## src/hdl/vrd_pkg.sv

```systemverilog
// ----------------------------------------------------------------------
// Video read control definitions
// Line geometry, vector types and the fetch FSM encoding
// ----------------------------------------------------------------------
package vrd_pkg;

	// ------------------------------------------------------------------
	// Geometry
	// ------------------------------------------------------------------
	localparam int line_beats    = 16;                   // Beats per line burst
	localparam int frame_lines   = 60;                   // Lines per frame
	localparam int lane_count    = 16;                   // V-by-One output lanes
	localparam int lane_bits     = 30;                   // Pixel bits per lane
	localparam int word_bits     = 32;                   // Stored bits per lane
	localparam int addr_off_bits = 14;                   // Byte offset field of address
	localparam int beat_idx_bits = $clog2(line_beats);   // Beat field of buffer address
	localparam int buf_lines     = 2;                    // Lines held by ping-pong buffer

	// ------------------------------------------------------------------
	// Vector types
	// ------------------------------------------------------------------
	// Address map [13:0] offset, [25:14] line, [27:26] slot, [31:28] zero
	typedef logic [31:0] axi_addr_t;                     // AXI read address

	typedef logic [11:0] line_idx_t;                     // Line in frame

	typedef logic [1:0] frm_slot_t;                      // Frame slot in DDR

	typedef logic [lane_count*word_bits-1:0] beat_t;     // One 64-byte beat

	typedef logic [beat_idx_bits-1:0] beat_idx_t;        // Beat within line

	typedef logic [beat_idx_bits:0] buf_addr_t;          // MSB selects bank

	typedef logic [lane_count*lane_bits-1:0] lane_bus_t; // Lane k at bit 30k

	typedef logic [1:0] line_cnt_t;                      // Lines held, 0..2

	// ------------------------------------------------------------------
	// Fetch FSM
	// ------------------------------------------------------------------
	// One-hot state encoding
	typedef enum logic [5:0] {
		idle       = 6'h01,                              // Wait for enable and room
		addr_info  = 6'h02,                              // Address setup
		addr_valid = 6'h04,                              // ARVALID high
		data_wait  = 6'h08,                              // Wait first beat
		data       = 6'h10,                              // Beats until RLAST
		line_end   = 6'h20                               // Line complete strobe
	} fetch_state_t;

endpackage
```

## src/hdl/line_fetch.sv

```systemverilog
// ----------------------------------------------------------------------
// Line fetcher
// Tracks frames on vsync and issues one AXI read burst per video line
// ----------------------------------------------------------------------
module line_fetch (
	input  logic               CLK_MIG1_UI,        // Memory UI clock
	input  logic               XRST,               // Async reset, active low
	input  logic               vx1_vs,             // V-by-One vsync
	input  logic               video_disp_en,      // Display enable
	input  vrd_pkg::frm_slot_t video_rx_frm_wcnt,  // Writer frame counter
	input  logic               axim_arready,       // AR ready from slave
	input  logic               axim_rvalid,        // Read beat valid
	input  logic               axim_rlast,         // Last beat of burst
	input  logic               buf_full,           // Both banks hold a line
	output vrd_pkg::axi_addr_t axim_araddr,        // Read address
	output logic               axim_arvalid,       // Read address valid
	output logic               line_done           // Burst finished strobe
);
	import vrd_pkg::*;

	logic [3:0]   vs_sr;                           // Vsync shift register
	logic         vs_fall;                         // Vsync falling edge
	logic         frm_start;                       // Registered frame start
	logic         fetch_en;                        // Fetching lines of a frame
	logic         second_frm;                      // A frame start was already seen
	logic         line_done_q;                     // Line end, one cycle late
	logic         last_line;                       // Current line is last of frame
	line_idx_t    line_idx;                        // Line being fetched
	frm_slot_t    frm_slot;                        // Slot being fetched
	fetch_state_t state;                           // Read master state

	// ------------------------------------------------------------------
	// Frame start
	// ------------------------------------------------------------------
	always_ff @(posedge CLK_MIG1_UI or negedge XRST) begin
		if (!XRST) begin
			vs_sr     <= '0;
			frm_start <= 1'b0;
		end else begin
			vs_sr     <= {vs_sr[2:0], vx1_vs};     // Shift in vsync
			frm_start <= vs_fall;
		end
	end

	assign vs_fall = (vs_sr[3:2] == 2'b10);        // High then low

	// ------------------------------------------------------------------
	// Fetch enable and frame tracking
	// ------------------------------------------------------------------
	assign last_line = (line_idx == line_idx_t'(frame_lines - 1));

	always_ff @(posedge CLK_MIG1_UI or negedge XRST) begin
		if (!XRST) begin
			fetch_en <= 1'b0;
		end else if (!video_disp_en) begin
			fetch_en <= 1'b0;                      // Display off
		end else if (state == line_end && last_line) begin
			fetch_en <= 1'b0;                      // Frame fully fetched
		end else if (frm_start) begin
			fetch_en <= 1'b1;                      // New frame
		end
	end

	always_ff @(posedge CLK_MIG1_UI or negedge XRST) begin
		if (!XRST) begin
			second_frm <= 1'b0;
		end else if (!video_disp_en) begin
			second_frm <= 1'b0;
		end else if (frm_start) begin
			second_frm <= 1'b1;                    // Armed by first frame
		end
	end

	// The first frame after enable reads slot 0 from address zero
	always_ff @(posedge CLK_MIG1_UI or negedge XRST) begin
		if (!XRST) begin
			line_idx <= '0;
			frm_slot <= '0;
		end else if (!video_disp_en) begin
			line_idx <= '0;
			frm_slot <= '0;
		end else if (frm_start && second_frm) begin
			line_idx <= '0;
			frm_slot <= video_rx_frm_wcnt - frm_slot_t'(1); // Slot behind writer
		end else if (line_done_q) begin
			line_idx <= line_idx + line_idx_t'(1); // Next line
		end
	end

	always_ff @(posedge CLK_MIG1_UI or negedge XRST) begin
		if (!XRST) begin
			line_done_q <= 1'b0;
		end else begin
			line_done_q <= line_done;
		end
	end

	// Offset bits stay zero, upper bits zero-extended
	assign axim_araddr = axi_addr_t'({frm_slot, line_idx}) << addr_off_bits;

	// ------------------------------------------------------------------
	// AXI read master
	// ------------------------------------------------------------------
	always_ff @(posedge CLK_MIG1_UI or negedge XRST) begin
		if (!XRST) begin
			state <= idle;
		end else begin
			case (state)
				idle: begin
					if (fetch_en && !buf_full) begin   // Room for a line
						state <= addr_info;
					end
				end
				addr_info: begin
					state <= addr_valid;
				end
				addr_valid: begin
					if (axim_arready) begin            // Address accepted
						state <= data_wait;
					end
				end
				data_wait: begin
					if (axim_rvalid) begin             // First beat
						state <= data;
					end
				end
				data: begin
					if (axim_rvalid && axim_rlast) begin
						state <= line_end;
					end
				end
				line_end: begin
					state <= idle;
				end
				default: begin
					state <= idle;
				end
			endcase
		end
	end

	assign axim_arvalid = (state == addr_valid);
	assign line_done    = (state == line_end);     // One cycle per line

endmodule

```

## config.mk

```make
export PLATFORM = sky130hd
export DESIGN_NAME = line_fetch
export DESIGN_NICKNAME = d
export VERILOG_FILES = /design/src/hdl/vrd_pkg.sv /design/src/hdl/line_fetch.sv
export SDC_FILE = /design/constraint.sdc
export NUM_CORES = 1
export LEC_CHECK = 0
export BUFFER_PORTS_ARGS = -buffer_cell sky130_fd_sc_hd__clkbuf_2
export CAP_MARGIN = 10
export CORE_ASPECT_RATIO = 1.2
export CORE_MARGIN = 3
export CORE_UTILIZATION = 25
export DETAILED_ROUTE_END_ITERATION = 12
export SYNTH_ARGS = -nofsm -noshare
export SYNTH_HDL_FRONTEND = slang
export SYNTH_SLANG_ARGS = --single-unit
```

## constraint.sdc

```tcl
create_clock -name CLK_MIG1_UI -period 1.61 [get_ports CLK_MIG1_UI]
set_input_delay 0.2415 -clock CLK_MIG1_UI [delete_from_list [all_inputs] [get_ports CLK_MIG1_UI]]
set_output_delay 0.2415 -clock CLK_MIG1_UI [all_outputs]
set_load 0.02 [all_outputs]
```

==> impl_metrics.env, run 1 <==
export IMPL_dieArea_sq_um=6635
export IMPL_skew_ns=0.003919
export IMPL_status="finished with violations"
export IMPL_worst_skew_pair_late_latency_ns=0.27
export IMPL_place_congestion=0.8127
export IMPL_n_antenna_cell=0
export IMPL_syn_area_sq_um=1423
export IMPL_vias=1102
export IMPL_cts_sinks=28
export IMPL_ys_warn_count=0
export IMPL_synth_top_flop_cell="dfrtp_1"
export IMPL_initial_core_util_pct=26.31
export IMPL_yosys_cell_types_count=37
export IMPL_port_buffers=25
export IMPL_drc=0
export IMPL_drt_pass1_iter_count=4
export IMPL_dpl_cell_count=230
export IMPL_place_hpwl_microns=2202
export IMPL_grt_pass1_wl_microns=4905
export IMPL_htree_levels=1
export IMPL_ir_worst_vdd_v=0.0004527
export IMPL_power_leakage_nw=0.8098
export IMPL_cts_tree="yes"
export IMPL_synthArstFlopShare_pct=100.0
export IMPL_maxCapViolCount=0
export IMPL_period_share_pct=100.9
export IMPL_rsz0062_at_grt="yes"
export IMPL_die_y_microns=88.64
export IMPL_cp_data_arrival_time_ns=1.38
export IMPL_dr_max_layer_used="met4"
export IMPL_synth_top_area_share_pct=47.49
export IMPL_yosys_top_cells_area="dfrtp_1 (47%), buf_4 (9.5%), nand4_4 (3.0%), a21oi_1 (2.8%), nand2_1 (2.6%)"
export IMPL_wl_met2_microns=1398
export IMPL_area_growth_pct=23.75
export IMPL_coreArea_sq_um=5406
export IMPL_post_drt_wl_per_cell_microns=12.26
export IMPL_synth_area_leader_cell="dfrtp_1"
export IMPL_ys_ff_latch=28
export IMPL_period_minus_slack_ns=1.625
export IMPL_layout_common_cells="dfrtp_1 (25), clkbuf_2 (23), conb_1 (18)"
export IMPL_grt_max_degree=16
export IMPL_numCtsBuffers=3
export IMPL_first_global_vias=1046
export IMPL_via_per_inst=4.592
export IMPL_fin_cells=240
export IMPL_power_density_nw_per_um2=810.6
export IMPL_crit_required_ns=1.37
export IMPL_timing_fmax_mhz=615.3
export IMPL_drive_gt1_share_pct=30.90
export IMPL_worstSetupStartpointType="flop"
export IMPL_overflow=0
export IMPL_root_buffer="clkbuf_8"
export IMPL_ant_nets=0
export IMPL_antenna_found_initial=0
export IMPL_slew_viol_final=0
export IMPL_wl_met1_microns=1339
export IMPL_yosysSeqAreaShare_pct=49.34
export IMPL_cp_max_fo=3
export IMPL_dr_wl_met3_microns=190
export IMPL_layout_commonest_cell="dfrtp_1"
export IMPL_syn_inst=139
export IMPL_total_power_mw=1.427
export IMPL_violations="negative setup slack"
export IMPL_drt_iter0_drc=36
export IMPL_synth_avg_cell_area_sq_um=10.23
export IMPL_path_class="reg -> out"
export IMPL_clkTransAtPathRegs_ns=0.10
export IMPL_fin_nets=190
export IMPL_setup_viol=1
export IMPL_ios=44
export IMPL_synth_edf_count=0
export IMPL_timing_final_ws_setup_ns=-0.01522
export IMPL_hp_class="in -> reg"
export IMPL_num_rows=29
export IMPL_end_kind="output pin"
export IMPL_drt_total_wl_microns=2943
export IMPL_track_usage_pct=9.558
export IMPL_fp_dieW_microns=74.86
export IMPL_tns_ns=-0.01522
export IMPL_finalHoldViolCount=0
export IMPL_ctsLongestPathBuffers=2
report_power, final:
| part | internal (mW) | switching [mW] |
|---|---|---|
| sequential | 0.737 | 0.0351 |
| combinational | 0.0986 | 0.120 |
| clock | 0.219 | 0.218 |
| total | 1.05 | 0.373 |
cell usage after synthesis (2+ instances only):
cell type	instances
or4_1	4
o31ai_1	5
a21boi_0	2
nand3_1	5
buf_2	2
dfrtp_1	27
nor3_1	2
nor4_1	2
nor2b_1	3
nand4_1	2
nor4b_1	3
mux2i_1	2
inv_1	3
nand4_4	2
or3_1	3
a21oi_1	8
buf_4	18
nor2_1	9
o21ai_0	6
nand2_1	10
xnor2_1	2
xor2_1	4
area by class of cell:
type,instances,area (sq um)
repair buffers,39,244.0
clock buffers,4,55.05
inverters,3,11.26
fillers,549,3646
well taps,62,77.57
flip-flops and latches,28,704.4
multi-input cells,104,668.1
stage by stage:
stage	instance area, sq um	hold slack [ns]	setup WS [ns]	utilization [%]
floorplan	1493	-0.05409	0.01103	-
global placement	1607	0.1256	0.1184	29.72
detailed placement	1607	0.1225	0.06665	29.72
CTS	1722	0.05905	-0.06081	31.84
global route	1760	0.05389	-0.04790	32.56
finish	1760	0.06870	-0.01522	32.56
state kept, by name, indices dropped and copies added, names as in the netlist:
name / flops
state: 6
frm_start: 1
frm_slot: 2
second_frm: 1
fetch_en: 1
vs_sr: 4
line_done_q: 1
line_idx: 12
critical path, stage by stage, from the launching register on:
cell     delay [ns]
dfrtp_2        0.42
or3_4          0.38
nor3b_2        0.15
buf_4          0.16
logic make-up after synthesis:
group / after synthesis / share of synthesized area [%]
flops: 28 / 49.34
fa+ha+maj: 1 / 0.8794
buf+inv: 24 / 11.26
mux: 2 / 1.407
other cells: 1 / 0.2636
xor+xnor: 6 / 3.694
compound gates: 26 / 11.35
simple gates: 51 / 21.81
path summary, 6_finish.rpt:
check                                                to                 start  slack, ns  cells past startpoint
max in group asynchronous       line_idx[0]$_DFFE_PN0P_                  XRST       0.81                      3
min in group asynchronous       frm_slot[1]$_DFFE_PN0P_                  XRST       0.36                      2
worst max-delay path                       axim_arvalid  state[1]$_DFFE_PN0P_      -0.02                      3
worst max register to register     state[4]$_DFFE_PN0P_  state[1]$_DFFE_PN0P_       0.06                      6
worst min register to register       vs_sr[2]$_DFF_PN0_    vs_sr[1]$_DFF_PN0_       0.35                      0
worst min-delay path                 vs_sr[0]$_DFF_PN0_                vx1_vs       0.07                      1
what timing repair did:
item                       in CTS  in global routing
gates resized for setup         6                  5
hold endpoints to repair        7                  0
setup endpoints to repair       2                  6
setup buffers                   3                  2
pin swaps                       0                  1
hold buffers                    1                  0
routing by layer:
layer  track usage (%)  vias to the layer above
met5                 0                        -
met4             1.456                        0
met3             3.409                        2
met2             15.93                       30
met1             12.09                      533
li1                  -                      537
(Power assumes the default switching activity.)
==> inputs of run 2 (changes only) <==
==> constraint.sdc (replaced) <==
create_clock -name CLK_MIG1_UI -period 1.61 [get_ports CLK_MIG1_UI]
set_input_delay 0.322 -clock CLK_MIG1_UI [delete_from_list [all_inputs] [get_ports CLK_MIG1_UI]]
set_output_delay 0.322 -clock CLK_MIG1_UI [all_outputs]
set_load 0.005 [all_outputs]
==> run 2 against run 1 <==
The run still ends with negative setup slack left. Clock skew decreased by 0.0024 ns. Hold slack lost 0.030 ns. Setup slack worse by 0.038 ns. Sequential cell count unchanged. Combinational power decreased by 28%. Largest power group unchanged. Highest routed layer unchanged.
==> impl_metrics.env, run 2 (same netlist as run 1, synthesis figures left out) <==
export IMPL_placed_cell_area_sq_um=1600
export IMPL_violations="negative setup slack"
export IMPL_critPathLaunch="state[4]$_DFFE_PN0P_"
export IMPL_largestRegisters="line_idx (12), state (6), vs_sr (4)"
export IMPL_p_comb_share_pct=11.5
export IMPL_status="finished with violations"
export IMPL_dpl_cell_count=230
export IMPL_power_leakage_nw=0.7947
export IMPL_timing_final_ws_setup_ns=-0.05325
export IMPL_root_buffer="clkbuf_8"
export IMPL_via_per_inst=4.545
export IMPL_fin_cells=235
export IMPL_initial_core_util_pct=26.31
export IMPL_cts_tree="yes"
export IMPL_drt_iter0_drc=51
export IMPL_r2r_cells=4
export IMPL_port_buffers=25
export IMPL_crit_required_ns=1.29
export IMPL_seqCellArea_sq_um=701.9
export IMPL_post_route_util_pct=31.13
export IMPL_path_class="reg -> out"
export IMPL_netSwitchingFraction_pct=24.37
export IMPL_clkTransAtPathRegs_ns=0.09
export IMPL_ant_nets=0
export IMPL_cp_max_fo=3
export IMPL_layout_common_cells="dfrtp_1 (27), clkbuf_2 (24), conb_1 (18)"
export IMPL_rsz0062_at_grt="yes"
export IMPL_die_y_microns=88.64
export IMPL_reg2reg_slack_ns=0.13
export IMPL_fp_dieW_microns=74.86
export IMPL_numCtsBuffers=3
export IMPL_cp_data_arrival_time_ns=1.34
export IMPL_setup_viol=2
export IMPL_place_congestion=0.8072
export IMPL_coreArea_sq_um=5406
export IMPL_regMostFlops="line_idx"
export IMPL_hold_buffers=0
export IMPL_largest_reg_flops=12
export IMPL_skew_ns=0.001565
export IMPL_num_rows=29
export IMPL_n_antenna_cell=0
export IMPL_track_usage_pct=9.298
export IMPL_drt_pass1_iter_count=4
export IMPL_period_minus_slack_ns=1.663
export IMPL_hp_class="in -> async"
export IMPL_timing_fmax_mhz=601.2
export IMPL_power_density_nw_per_um2=808.2
export IMPL_drc=0
export IMPL_fin_nets=185
export IMPL_post_drt_wl_per_cell_microns=12.41
export IMPL_p_sw_mw=0.3315
export IMPL_cts_sinks=28
export IMPL_fillerInstances=594
export IMPL_first_global_vias=1034
export IMPL_htree_levels=1
export IMPL_ir_worst_vdd_v=0.0003360
export IMPL_dieArea_sq_um=6635
export IMPL_r2r_start="line_idx[0]$_DFFE_PN0P_"
export IMPL_p_int_mw=1.029
export IMPL_maxCapViolCount=0
export IMPL_drive_gt1_share_pct=27.17
export IMPL_clock_power_share_pct=32.1
export IMPL_final_area_sq_um=1683
export IMPL_multi_input_area_sq_um=644.4
export IMPL_ios=44
export IMPL_area_growth_pct=18.29
export IMPL_finalHoldViolCount=0
export IMPL_layout_commonest_cell="dfrtp_1"
export IMPL_end_kind="output pin"
export IMPL_vias=1068
export IMPL_antenna_found_initial=0
export IMPL_worst_skew_pair_late_latency_ns=0.27
export IMPL_place_hpwl_microns=2139
export IMPL_hold_ws_ns=0.03916
export IMPL_period_share_pct=103.3
export IMPL_worstSetupStartpointType="flop"
export IMPL_overflow=0
export IMPL_endpoint="axim_arvalid"
export IMPL_slew_viol_final=0
export IMPL_drt_total_wl_microns=2917
export IMPL_r2r_end="line_idx[8]$_DFFE_PN0P_"
export IMPL_ctsLongestPathBuffers=2
export IMPL_grt_max_degree=29
export IMPL_seq_power_share_pct=56.4
export IMPL_grt_pass1_wl_microns=4740
[run 2: repair_timing]
action	4_1_cts	5_1_grt
pin swaps	3	0
gates resized for setup	3	2
buffers inserted	1	0
endpoints found under the setup margin	2	4
[run 2: how the worst min path moves through the flow]
stage,depth (start not counted),endpoint,slack [ns]
after floorplan,0,fetch_en$_DFFE_PN0P_,0.03
after detailed placement,0,vs_sr[2]$_DFF_PN0_,0.34
after global placement,0,vs_sr[2]$_DFF_PN0_,0.33
after global routing,2,vs_sr[3]$_DFF_PN0_,0.05
after CTS,2,state[2]$_DFFE_PN0P_,0.05
final,2,frm_slot[1]$_DFFE_PN0P_,0.04
[run 2: layout make-up]
class	instances	area share, %
Inverter	3	0.6691
Sequential cell	28	41.71
Tap cell	62	4.610
Clock buffer	4	3.271
Timing Repair Buffer	34	11.45
Multi-Input combinational cell	104	38.29
[run 2: routing by layer]
metal | GRT usage, % | part of all wire [%] | vias to the layer above
met5 | 0 | 0 | -
met4 | 2.751 | 0.82 | 0
met3 | 3.864 | 9.3 | 4
met2 | 15.37 | 46 | 35
met1 | 10.95 | 44 | 502
li1 | - | - | 527
[run 2: per-stage QoR]
stage	power, mW	TNS (ns)	worst slack (ns)
5_1_grt	1.437	-0.2304	-0.1195
3_5_place_dp	0.9251	0	0.1290
6_report	1.360	-0.07891	-0.05325
3_3_place_gp	0.9196	0	0.1841
4_1_cts	1.385	-0.1119	-0.06514
2_1_floorplan	0.8962	0	0.1252
[run 2: worst max-delay path, stage by stage (launching register included)]
cell,delay (ns)
dfrtp_1,0.40
or3_4,0.39
nor3b_2,0.15
buf_2,0.13
[run 2: power groups by stage]
stage               clock network (mW)  registers, mW  logic [mW]
global placement                     0          0.776       0.143
finish                           0.436          0.767       0.157
floorplan                            0          0.770       0.126
global route                     0.485          0.772       0.180
CTS                              0.459          0.767       0.160
detailed placement                   0          0.778       0.147
