<file path="src/hdl/vrd_pkg.sv">
// ----------------------------------------------------------------------
// Video read control definitions
// Line geometry, vector types and the fetch FSM encoding
// ----------------------------------------------------------------------
package vrd_pkg;

	// ------------------------------------------------------------------
	// Geometry
	// ------------------------------------------------------------------
	localparam int line_beats    = 16;                   // Beats per line burst
	localparam int frame_lines   = 60;                   // Lines per frame
	localparam int lane_count    = 16;                   // V-by-One output lanes
	localparam int lane_bits     = 30;                   // Pixel bits per lane
	localparam int word_bits     = 32;                   // Stored bits per lane
	localparam int addr_off_bits = 14;                   // Byte offset field of address
	localparam int beat_idx_bits = $clog2(line_beats);   // Beat field of buffer address
	localparam int buf_lines     = 2;                    // Lines held by ping-pong buffer

	// ------------------------------------------------------------------
	// Vector types
	// ------------------------------------------------------------------
	// Address map [13:0] offset, [25:14] line, [27:26] slot, [31:28] zero
	typedef logic [31:0] axi_addr_t;                     // AXI read address

	typedef logic [11:0] line_idx_t;                     // Line in frame

	typedef logic [1:0] frm_slot_t;                      // Frame slot in DDR

	typedef logic [lane_count*word_bits-1:0] beat_t;     // One 64-byte beat

	typedef logic [beat_idx_bits-1:0] beat_idx_t;        // Beat within line

	typedef logic [beat_idx_bits:0] buf_addr_t;          // MSB selects bank

	typedef logic [lane_count*lane_bits-1:0] lane_bus_t; // Lane k at bit 30k

	typedef logic [1:0] line_cnt_t;                      // Lines held, 0..2

	// ------------------------------------------------------------------
	// Fetch FSM
	// ------------------------------------------------------------------
	// One-hot state encoding
	typedef enum logic [5:0] {
		idle       = 6'h01,                              // Wait for enable and room
		addr_info  = 6'h02,                              // Address setup
		addr_valid = 6'h04,                              // ARVALID high
		data_wait  = 6'h08,                              // Wait first beat
		data       = 6'h10,                              // Beats until RLAST
		line_end   = 6'h20                               // Line complete strobe
	} fetch_state_t;

endpackage
</file>
<file path="src/hdl/line_reader.sv">
// ----------------------------------------------------------------------
// Line reader
// Reads buffered lines on data enable and drives the V-by-One lanes
// ----------------------------------------------------------------------
module line_reader (
	input  logic               CLK_MIG1_UI,    // Memory UI clock
	input  logic               XRST,           // Async reset, active low
	input  logic               vx1_vs,         // V-by-One vsync
	input  logic               vx1_de,         // V-by-One data enable
	input  logic               video_disp_en,  // Display enable
	input  vrd_pkg::beat_t     rd_data,        // Beat from line store
	output logic               rd_en,          // Buffer read enable
	output vrd_pkg::buf_addr_t rd_addr,        // Buffer read address
	output logic               line_read,      // Line read out strobe
	output vrd_pkg::lane_bus_t vx1_video_d,    // Lane data
	output logic               vx1_video_vld   // Lane data valid
);
	import vrd_pkg::*;

	logic [2:0] disp_sr;                       // Delayed display enable
	logic [2:0] de_sr;                         // Delayed data enable
	logic       read_on;                       // Read enable, armed at vsync
	logic [1:0] ren_sr;                        // rd_en delay to valid
	logic       rd_bank;                       // Bank being read
	beat_idx_t  rd_beat;                       // Beat within bank

	// ------------------------------------------------------------------
	// Enables
	// ------------------------------------------------------------------
	always_ff @(posedge CLK_MIG1_UI or negedge XRST) begin
		if (!XRST) begin
			disp_sr <= '0;
			de_sr   <= '0;
		end else begin
			disp_sr <= {disp_sr[1:0], video_disp_en};
			de_sr   <= {de_sr[1:0], vx1_de};
		end
	end

	// Output starts on a vsync so lines follow frame order
	always_ff @(posedge CLK_MIG1_UI or negedge XRST) begin
		if (!XRST) begin
			read_on <= 1'b0;
		end else if (!disp_sr[2]) begin
			read_on <= 1'b0;                   // Display off
		end else if (vx1_vs) begin
			read_on <= 1'b1;
		end
	end

	assign rd_en     = de_sr[0] & read_on;
	assign line_read = (de_sr[2:1] == 2'b10) && read_on; // DE falling edge

	// ------------------------------------------------------------------
	// Read address
	// ------------------------------------------------------------------
	always_ff @(posedge CLK_MIG1_UI or negedge XRST) begin
		if (!XRST) begin
			rd_bank <= 1'b0;
			rd_beat <= '0;
		end else if (!disp_sr[2]) begin
			rd_bank <= 1'b0;
			rd_beat <= '0;
		end else if (line_read) begin
			rd_bank <= ~rd_bank;               // Next line in other bank
			rd_beat <= '0;
		end else if (rd_en) begin
			rd_beat <= rd_beat + beat_idx_t'(1);
		end
	end

	assign rd_addr = {rd_bank, rd_beat};

	// ------------------------------------------------------------------
	// Lane output
	// ------------------------------------------------------------------
	always_ff @(posedge CLK_MIG1_UI or negedge XRST) begin
		if (!XRST) begin
			ren_sr <= '0;
		end else begin
			ren_sr <= {ren_sr[0], rd_en};      // RAM read plus lane register
		end
	end

	// Low 30 bits of each 32-bit word
	always_ff @(posedge CLK_MIG1_UI) begin
		for (int k = 0; k < lane_count; k++) begin
			vx1_video_d[k*lane_bits +: lane_bits] <= rd_data[k*word_bits +: lane_bits];
		end
	end

	assign vx1_video_vld = ren_sr[1];

endmodule

</file>
<file path="config.mk">
export PLATFORM = sky130hd
export DESIGN_NAME = line_reader
export DESIGN_NICKNAME = d
export VERILOG_FILES = /design/src/hdl/vrd_pkg.sv /design/src/hdl/line_reader.sv
export SDC_FILE = /design/constraint.sdc
export NUM_CORES = 1
export LEC_CHECK = 0
export ABC_CLOCK_PERIOD_IN_PS = 1200
export BUFFER_PORTS_ARGS = -buffer_cell sky130_fd_sc_hd__buf_2
export CAP_MARGIN = 30
export CORE_AREA = 3 3 388 390
export CTS_BUF_LIST = sky130_fd_sc_hd__clkbuf_8
export DETAILED_ROUTE_END_ITERATION = 12
export DIE_AREA = 0 0 391 393
export PLACE_DENSITY = 0.3
export SLEW_MARGIN = 20
export SYNTH_ARGS = -nofsm -noshare
export SYNTH_HDL_FRONTEND = slang
export SYNTH_SLANG_ARGS = --single-unit
export TNS_END_PERCENT = 5
</file>
<file path="constraint.sdc">
create_clock -name CLK_MIG1_UI -period 1.2 [get_ports CLK_MIG1_UI]
set_input_delay 0.18 -clock CLK_MIG1_UI [delete_from_list [all_inputs] [get_ports CLK_MIG1_UI]]
set_output_delay 0.18 -clock CLK_MIG1_UI [all_outputs]
set_load 0.01 [all_outputs]
</file>
==> reports/metrics.cfg, run 1 <==
[synth]
yosys_warnings=0
synthDistinctLibCells=17
synth_compound_area_share_pct=0.2232
synth-seq-area-share_pct=98.69
synth_cells=516
synth_seq_cells=494
synth_fa_ha_area_share_pct=0.1240
synth_mux_area_share_pct=0
synth-simple-area-share_pct=0.5579
syn_nets=1034
synth_top_family_by_area=simple AND/OR/NAND/NOR gates
avgSynthCellArea_sq_um=19.56
synth_xor_area_share_pct=0.2604
syn-cell-area_sq_mm=0.01009

[die]
io_pins=1005
rows=141
die_x_microns=391
start_util_pct=6.843
die_y_microns=393

[cts]
cts_buffer_depth=3
cts_setup_buffers=3
cts-root-buf=clkbuf_8
cts-resized-gates=557
cts_inserted_buffers=91
clock_sinks=494
cts_max_level=3
cts_hold_buf=718

[placement]
placed_area_sq_mm=0.01737
io_buffers=972
place_congestion=0.7756
dp_hpwl_microns=48820

[outcome]
status=aborted with a tool error
lastStage=4_1_cts
error_line=[ERROR RSZ-0060] Max buffer count reached.

-- synthesized netlist by cell type --
cell type  number  share of area [%]
nand3_1         3               0.15
dfxtp_1       480                 95
or3_1           1              0.062
xnor2_1         1              0.087
dfrtp_1        14                3.5
xor2_1          2               0.17
nand2_1         2              0.074
and2_1          1              0.062
o21a_1          1              0.074
nand2_2         1              0.062
ha_1            1               0.12
a21oi_1         2              0.099
nor2_1          2              0.074
nand3b_1        1              0.074
inv_1           2              0.074
o21ai_0         1              0.050
buf_4           1              0.074
-- through the flow --
stage          worst slack, ns  cells
2_1_floorplan           0.1868    516
3_3_place_gp           0.09820   3418
3_5_place_dp            0.1420   3418
-- cells by family after synthesis --
family | count (synthesis)
DFF | 494
xor gates and xnor gates | 3
buffers and inverters | 3
and+or+nand+nor | 11
AOI/OAI and AO/OA | 4
adders and majority gates | 1
==> run 2, diff against run 1 <==
Settings changed: CORE_AREA 3 3 388 390 to 3 3 393 395, CTS_BUF_LIST sky130_fd_sc_hd__clkbuf_8 to default, DIE_AREA 0 0 391 393 to 0 0 396 398, PLACE_DENSITY 0.3 to default, PLACE_DENSITY_LB_ADDON from default to 0.15.
==> run 2 against run 1 <==
  * The flow now finishes, with violations (setup timing)
  * Synthesized cell count unchanged
  * Area after synthesis unchanged
==> reports/metrics.cfg, run 2 <==
[outcome]
status=finished with violations
violations=setup timing

[cts]
cts_max_level=2
clock_sinks=494
cts_tree=yes
clock_latency_ns=0.62
cts-root-buf=clkbuf_16
cts_inserted_buffers=58
cts_buffer_depth=3
clk_pin_slew_ns=0.06

[placement]
place_congestion=0.8842
io_buffers=972
dp_hpwl_microns=48650
dp_slack_ns=0.1684
placed_area_sq_mm=0.01750

[timing]
skew_ns=0.01056
slew_headroom_pct=78.72
min_period_ns=1.539
period_share_pct=128.3
setup_slack_ns=-0.3392
final_max_slew_viol_count=0
hold_viol_final=0
tns_ns=-16.68
holdWs_ns=0.1022
setup_viol=488
max_freq_mhz=649.7
tightest_slew_ns=0.3193
rsz0062_at_grt=yes

[critical_path]
rr_worst_depth=4
worstPathMaxFanout=2
cp-startpoint=de_sr[1]$_DFF_PN0_
critPathKind=reg2out
endpoint_kind=output port
worstPathRequired_ns=1.02
worstSetupEndpoint=line_read
rrSetupSlack_ns=0.06
r2r-end=rd_beat[3]$_DFFE_PN0P_
cp-start-kind=flip-flop
worst_ep_arrival_time_ns=1.36
r2r_start=read_on$_DFFE_PN0P_

[synth]
synthArstFlopShare_pct=2.834
yosys-top-cells-count=dfxtp_1 (480), dfrtp_1 (14), nand3_1 (3)
yosysTopAreaCell=dfxtp_1
avgSynthCellArea_sq_um=19.56
yosysMostFrequentCell=dfxtp_1
synthDistinctLibCells=17
syn_nets=1034
syn-cell-area_sq_mm=0.01009
synth_ff_type=dfxtp_1
synth-seq-area-share_pct=98.69
synth_cells=516
synth_top_cell_area_share_pct=95.21
synth_seq_cells=494
synth.top_cells.by_area=dfxtp_1 (95%), dfrtp_1 (3.5%), xor2_1 (0.17%)
yosys_warnings=0
synth_edf_count=0

[grt]
grt_pass1_wl_microns=79840
first_global_vias=11192
grt_start_max_net_pins=16
antenna_found_initial=28
grt_usage_pct=7.080
grt_overflow_total=0

[finish]
regMostFlops=vx1_video_d
fillers=16644
nNetsFinal=2562
multi_input_area_sq_um=117.6
postLayoutCellArea_sq_mm=0.02698
final_cell_mix=buf_2 (637), dlygate4sd3_1 (484), buf_6 (335), dfxtp_2 (315), dfxtp_1 (152)
area_delta_synth_final_pct=167.3
largest_reg_flops=480
drive_gt1_share_pct=67.50
largestRegisters=vx1_video_d x480, rd_beat x4
regArea_sq_mm=0.01040
layout_commonest_cell=buf_2

[power_and_ir_drop]
seqPwrFrac_pct=44.0
powerDensity_mw_per_mm2=1501
p_leak_uw=0.01189
clkPwrFrac_pct=45.0
sw_frac_of_total_pct=22.67
totalPowerFinal_uw=40500
p_int_uw=31320
power_switching_uw=9181
p_comb_share_pct=11.1
ir_worst_vdd_v=0.001060

[route]
drcViolationCount=0
first_pass_iters=4
vias_per_cell=2.423
vias=10006
routed_wire_length_per_instance_microns=14.53
ant_nets=0
drt_iter0_drc=251
routed_wl_microns=59990

[die]
start_util_pct=6.659
io_pins=1005
die_x_microns=396
core_area_sq_mm=0.1515
die_y_microns=398
dieArea_sq_mm=0.1576
rows=143

[run]
drv_cap=0

[min_path]
hold_path.class=in2async

[run 2: cell counts after synthesis]
No cell type changed its count.
[run 2: worst min path at each step]
stage,depth (start not counted),from,end,slack (ns)
finish,3,XRST,rd_beat[3]$_DFFE_PN0P_,0.10
floorplan,0,XRST,de_sr[0]$_DFF_PN0_,-0.12
detailed placement,1,XRST,rd_bank$_DFFE_PN0P_,0.10
CTS,2,rd_data[428],vx1_video_d[402]$_DFF_P_,0.08
global route,3,XRST,rd_beat[3]$_DFFE_PN0P_,0.09
global placement,1,XRST,ren_sr[1]$_DFF_PN0_,0.11
[run 2: layout make-up]
type                    count  share of cell area, %
clock inverters            25                  1.215
well taps                2030                  9.415
multi-input cells          19                 0.4360
repair buffers           1469                  44.12
diodes                     10                0.09276
flip-flops and latches    494                  38.56
clock buffers              80                  6.131
inverters                   2                0.02783
[run 2: metal layers]
metal  routed length [microns]  track usage (%)
met1                     21900            7.801
met2                     30460            12.37
met3                      5226            2.257
met4                      2389            3.239
met5                        21                0
[run 2: cells by family (layout without fill, tap and decap cells)]
family	count (synthesis)	after routing	synth area share, %
compound gates	4	4	0.2231
simple gates	11	11	0.5581
fa+ha+maj	1	1	0.1240
flops	494	494	98.69
buf+inv	3	1576	0.1488
other cells	0	10	0
xor+xnor	3	3	0.2604
[run 2: per-stage QoR]
step	std cells	util [%]
final	4129	17.80
after global routing	4124	17.79
after CTS	4117	17.32
after detailed placement	3519	11.55
after global placement	3519	11.55
after floorplan	516	-
[run 2: power groups by stage]
stage                     Sequential (uW)  Combinational, uW  Clock (uW)
after floorplan                     18300               22.5           0
after global placement              17900               2570           0
after detailed placement            17900               2540           0
after CTS                           17700               4390       19100
after global routing                17900               4750       19600
final                               17800               4480       18200
[run 2: what timing repair did]
item	4_1_cts	5_1_grt
hold buffers	485	0
pin swaps	1	1
setup endpoints to repair	488	502
resized for setup	599	196
hold endpoints to repair	497	0
gates cloned	0	0
buffers inserted	9	2
[run 2: worst max-delay path, cell delays in order, from the launching register on]
cell	delay (ns)
dfrtp_1	0.37
nand3b_1	0.19
inv_1	0.09
buf_6	0.10
Power figures use the tool's default switching activity.
==> run 3, diff against run 2 <==
Settings changed: ABC_CLOCK_PERIOD_IN_PS 1200 to 1800, CORE_AREA 3 3 393 395 to 3 3 394 396, DIE_AREA 0 0 396 398 to 0 0 397 399.
Clock period 1.2 ns to 1.8 ns, I/O delays scaled along.
==> run 3 against run 2 <==
  * The flow now finishes without violations
  * Via count is 0.69% higher
  * Worst setup slack better by 0.47 ns
  * Highest routed layer unchanged
  * Global-route usage is 0.28 points higher
==> reports/metrics.cfg, run 3 (same netlist as run 2, synthesis figures left out) <==
[finish]
stdcell_count=4128
layout_commonest_cell=buf_2
regMostFlops=vx1_video_d
post-route-util_pct=16.09
drive_gt1_share_pct=51.77
nNetsFinal=2555
area_delta_synth_final_pct=142.2
multi_input_area_sq_um=117.6
final_cell_mix=buf_2 (972), dlygate4sd3_1 (484), dfxtp_1 (480), clkbuf_16 (61), dfrtp_1 (14)
largest_reg_flops=480
regArea_sq_mm=0.009960
fillers=16851
largestRegisters=vx1_video_d x480, rd_beat x4

[timing]
skew_ns=0.001821
min_period_ns=1.669
slew_headroom_pct=78.91
final_max_slew_viol_count=0
hold_viol_final=0
rsz0062_at_grt=no
period_share_pct=92.70
tns_ns=0
setup_viol=0
tightest_slew_ns=0.3164
max_freq_mhz=599.3
holdWs_ns=0.07446

[placement]
io_buffers=972
place_inst=3517
place_congestion=0.9584
dp_hpwl_microns=51510

[outcome]
status=completed

[die]
io_pins=1005
die_x_microns=397
start_util_pct=6.644
die_y_microns=399
dieArea_sq_mm=0.1584
core_area_sq_mm=0.1519
rows=143

[power_and_ir_drop]
clkPwrFrac_pct=46.5
p_comb_share_pct=9.4
sw_frac_of_total_pct=24.14
seqPwrFrac_pct=44.0
p_leak_uw=0.01116
power_switching_uw=6439
totalPowerFinal_uw=26670
powerDensity_mw_per_mm2=1091
ir_worst_vdd_v=0.0007104
p_int_uw=20230

[cts]
cts_inserted_buffers=60
clock_latency_ns=0.63
cts_buffer_depth=3
clk_pin_slew_ns=0.06
cts-root-buf=clkbuf_16
clock_sinks=494
cts_tree=yes
cts_max_level=2
cts-resized-gates=0

[route]
drt_iter0_drc=289
first_pass_iters=5
drcViolationCount=0
vias_per_cell=2.441
vias=10075
routed_wire_length_per_instance_microns=15.15
ant_nets=0
routed_wl_microns=62520

[critical_path]
path_buf_inv=2
worstPathMaxFanout=2
worst_path_max_delay_cell=dfrtp_1
cp-start-kind=flip-flop
critPathKind=reg2out
worst_ep_arrival_time_ns=1.40
worstPathRequired_ns=1.53
path_delay_family=flip-flops
cp_slowest_stage_delay_ns=0.37
endpoint_kind=output port
crit_path_cell_trace=nand3b_1, inv_1, buf_2

[grt]
grt_usage_pct=7.362
first_global_vias=11247
grt_overflow_total=0
grt_start_max_net_pins=18
antenna_found_initial=38
grt_pass1_wl_microns=82060

[run]
drv_cap=0

[min_path]
hold_path.class=in2async

run 3: cell types whose count changed in the layout (fill, tap and decap cells not counted), sizes merged:
cell / previous run / this run
clkinvlp: 2 / 6
buf: 985 / 976
inv: 5 / 8
clkbuf: 80 / 79
bufinv: 7 / 4
diode: 10 / 12
clkinv: 13 / 16
run 3: final cells by class:
type                            instances  share of cell area [%]
Inverter                                2                 0.03071
Antenna cell                           12                  0.1228
Clock inverter                         32                   1.459
Tap cell                             2030                   10.39
Sequential cell                       494                   40.74
Timing Repair Buffer                 1460                   39.84
Multi-Input combinational cell         19                  0.4811
Clock buffer                           79                   6.930
run 3: power by group through the flow:
| stage | Sequential [uW] | Combinational [uW] | Clock, uW |
|---|---|---|---|
| after floorplan | 12200 | 15.0 | 0 |
| after global placement | 12000 | 1690 | 0 |
| after detailed placement | 12000 | 1680 | 0 |
| after CTS | 11700 | 2590 | 13100 |
| after global routing | 11800 | 2700 | 13500 |
| final | 11700 | 2520 | 12400 |
run 3: path summary, 6_finish.rpt:
check	startpoint	end	slack, ns	depth (start not counted)
worst min register to register	disp_sr[1]$_DFF_PN0_	disp_sr[2]$_DFF_PN0_	0.35	0
worst max-delay path	de_sr[1]$_DFF_PN0_	line_read	0.13	3
min in group CLK_MIG1_UI	rd_data[330]	vx1_video_d[310]$_DFF_P_	0.24	2
worst min-delay path	XRST	ren_sr[1]$_DFF_PN0_	0.07	2
max in group asynchronous	XRST	de_sr[1]$_DFF_PN0_	1.49	2
worst max register to register	de_sr[1]$_DFF_PN0_	rd_bank$_DFFE_PN0P_	0.60	5
run 3: layer usage:
metal | vias up | global-route usage, % | part of all wire [%]
met3 | 101 | 2.442 | 9.5
li1 | 4694 | - | -
met1 | 4686 | 8.016 | 36
met2 | 578 | 13.09 | 51
met5 | - | 0 | 0.16
met4 | 16 | 2.958 | 3.2
run 3: metrics by stage:
stage / area, sq um / worst slack, ns
final: 24440 / 0.1314
after global routing: 24430 / 0.004250
after CTS: 24410 / 0.02161
after detailed placement: 17490 / 0.7036
after global placement: 17490 / 0.5991
after floorplan: 10090 / 0.7868
run 3: what timing repair did:
item,in CTS,in global routing
hold buffers,484,0
setup endpoints to repair,1,1
setup buffers,3,1
hold endpoints to repair,497,0
gates cloned,0,0
==> run 4, diff against run 3 <==
Settings changed: ABC_AREA from default to 1.
==> run 4 against run 3 <==
  * Register-to-register slack gained 0.14 ns
  * Clock power is 4% lower
  * Hold slack gained 0.18 ns
  * Via count decreased by 1.5%
  * Synthesized cell count is 1.9% higher
  * Critical path type unchanged
  * Largest cell class unchanged
==> reports/metrics.cfg, run 4 <==
[synth]
synth_ff_type=dfxtp_1
synth_cells=526
synthArstFlopShare_pct=2.834
synthDistinctLibCells=17
synth_edf_count=0
avgSynthCellArea_sq_um=19.26
yosysTopAreaCell=dfxtp_1
synth_seq_cells=494
syn-cell-area_sq_mm=0.01013
synth.top_cells.by_area=dfxtp_1 (95%), dfrtp_1 (3.5%), inv_1 (0.33%)
synth_top_cell_area_share_pct=94.84
yosys-top-cells-count=dfxtp_1 (480), dfrtp_1 (14), inv_1 (9)
synth-seq-area-share_pct=98.30
yosysMostFrequentCell=dfxtp_1
yosys_warnings=0
syn_nets=1044

[power_and_ir_drop]
p_leak_uw=0.01112
totalPowerFinal_uw=26090
powerDensity_mw_per_mm2=1070
ir_worst_vdd_v=0.0006749

[finish]
nNetsFinal=2562
drive_gt1_share_pct=51.12
largest_reg_flops=480
largestRegisters=vx1_video_d x480, rd_beat x4
area_delta_synth_final_pct=140.7
final_cell_mix=buf_2 (971), dlygate4sd3_1 (485), dfxtp_1 (480), clkbuf_16 (60), clkbuf_1 (17)
layout_commonest_cell=buf_2
regMostFlops=vx1_video_d
post-route-util_pct=16.05
fillers=16867

[cts]
clock_sinks=494
cts-root-buf=clkbuf_16
cts_inserted_buffers=60
clock_latency_ns=0.64
cts_max_level=2
clk_pin_slew_ns=0.06
cts_setup_buffers=0
cts_buffer_depth=3
cts_tree=yes

[placement]
dp_hpwl_microns=48100
io_buffers=972
place_congestion=0.8925

[die]
die_x_microns=397
io_pins=1005
dieArea_sq_mm=0.1584
rows=143
core_area_sq_mm=0.1519
die_y_microns=399
start_util_pct=6.670

[route]
drcViolationCount=0
drt_iter0_drc=303
vias=9920
ant_nets=0
vias_per_cell=2.396
routed_wl_microns=58700
routed_wire_length_per_instance_microns=14.18
first_pass_iters=4

[critical_path]
cp-start-kind=flip-flop
worst_ep_arrival_time_ns=1.40
rrSetupSlack_ns=0.74
rr_worst_depth=4
worstPathMaxFanout=5
r2r_start=rd_beat[0]$_DFFE_PN0P_
critPathKind=reg2out
worstSetupEndpoint=rd_en
endpoint_kind=output port
r2r-end=rd_beat[2]$_DFFE_PN0P_
cp-startpoint=read_on$_DFFE_PN0P_
worstPathRequired_ns=1.53

[timing]
min_period_ns=1.671
final_max_slew_viol_count=0
rsz0062_at_grt=no
hold_viol_final=0
period_share_pct=92.85
setup_viol=0
max_freq_mhz=598.4
tightest_slew_ns=0.6690
holdWs_ns=0.2534
tns_ns=0
slew_headroom_pct=55.25
skew_ns=0.001968

[grt]
antenna_found_initial=27
grt_pass1_wl_microns=77580
grt_start_max_net_pins=18
first_global_vias=10989
grt_usage_pct=6.875
grt_overflow_total=0

[min_path]
hold_path.class=in2reg
hold_path.startpoint=rd_data[234]

[run]
drv_cap=0

[outcome]
status=completed

[run 4: report_power, final]
group / switching (uW) / internal, uW
sequential: 179 / 11500
combinational: 1070 / 1430
clock: 4920 / 6950
total: 6170 / 19900
[run 4: metrics by stage]
step                      instances  cell area (sq um)  setup slack [ns]
after global routing           4131              24360          0.001875
after floorplan                 526              10130            0.8157
after detailed placement       3527              17530            0.7583
after CTS                      4121              24340          0.008328
final                          4140              24390            0.1287
after global placement         3527              17530            0.6872
[run 4: final cells by class]
class                   count  area [sq um]  share of cell area [%]
clock inverters            20         221.5                  0.9082
inverters                  10         37.54                  0.1539
clock buffers              89          1730                   7.096
flip-flops and latches    494          9960                   40.84
multi-input cells          21         127.6                  0.5233
repair buffers           1457          9722                   39.87
well taps                2030          2540                   10.42
diodes                     19         47.55                  0.1950
[run 4: worst min-delay path by stage]
stage	end	slack, ns	cells past startpoint
4_1_cts	vx1_video_d[218]$_DFF_P_	0.15	2
6_report	vx1_video_d[220]$_DFF_P_	0.25	2
2_1_floorplan	de_sr[0]$_DFF_PN0_	-0.03	0
5_1_grt	vx1_video_d[108]$_DFF_P_	0.18	2
3_5_place_dp	ren_sr[1]$_DFF_PN0_	0.19	1
3_3_place_gp	ren_sr[1]$_DFF_PN0_	0.19	1
[run 4: cell families (layout without fill, tap and decap cells)]
family	Yosys count	count (layout)	share of synthesized area, %
fa+ha+maj	1	1	0.1235
simple gates	14	14	0.7531
other cells	0	19	0
flops	494	494	98.30
buf+inv	11	1576	0.4445
compound gates	6	6	0.3828
[run 4: repair_timing]
action	in CTS	in global routing
hold buffers	485	0
endpoints found under the hold margin	497	0
gates resized for setup	1	1
endpoints found under the setup margin	1	1
[run 4: worst max-delay path, stage by stage, from the launching register on]
cell and delay [ns]:
dfrtp_1 0.42, nand2_4 0.10, inv_2 0.09, buf_2 0.15
[run 4: routing by layer]
| metal | vias to the layer above | GRT usage, % | part of all wire, % |
|---|---|---|---|
| li1 | 4720 | - | - |
| met1 | 4580 | 7.108 | 35 |
| met2 | 534 | 12.66 | 53 |
| met3 | 84 | 2.401 | 9.0 |
| met4 | 2 | 2.651 | 3.0 |
| met5 | - | 0 | 0.022 |
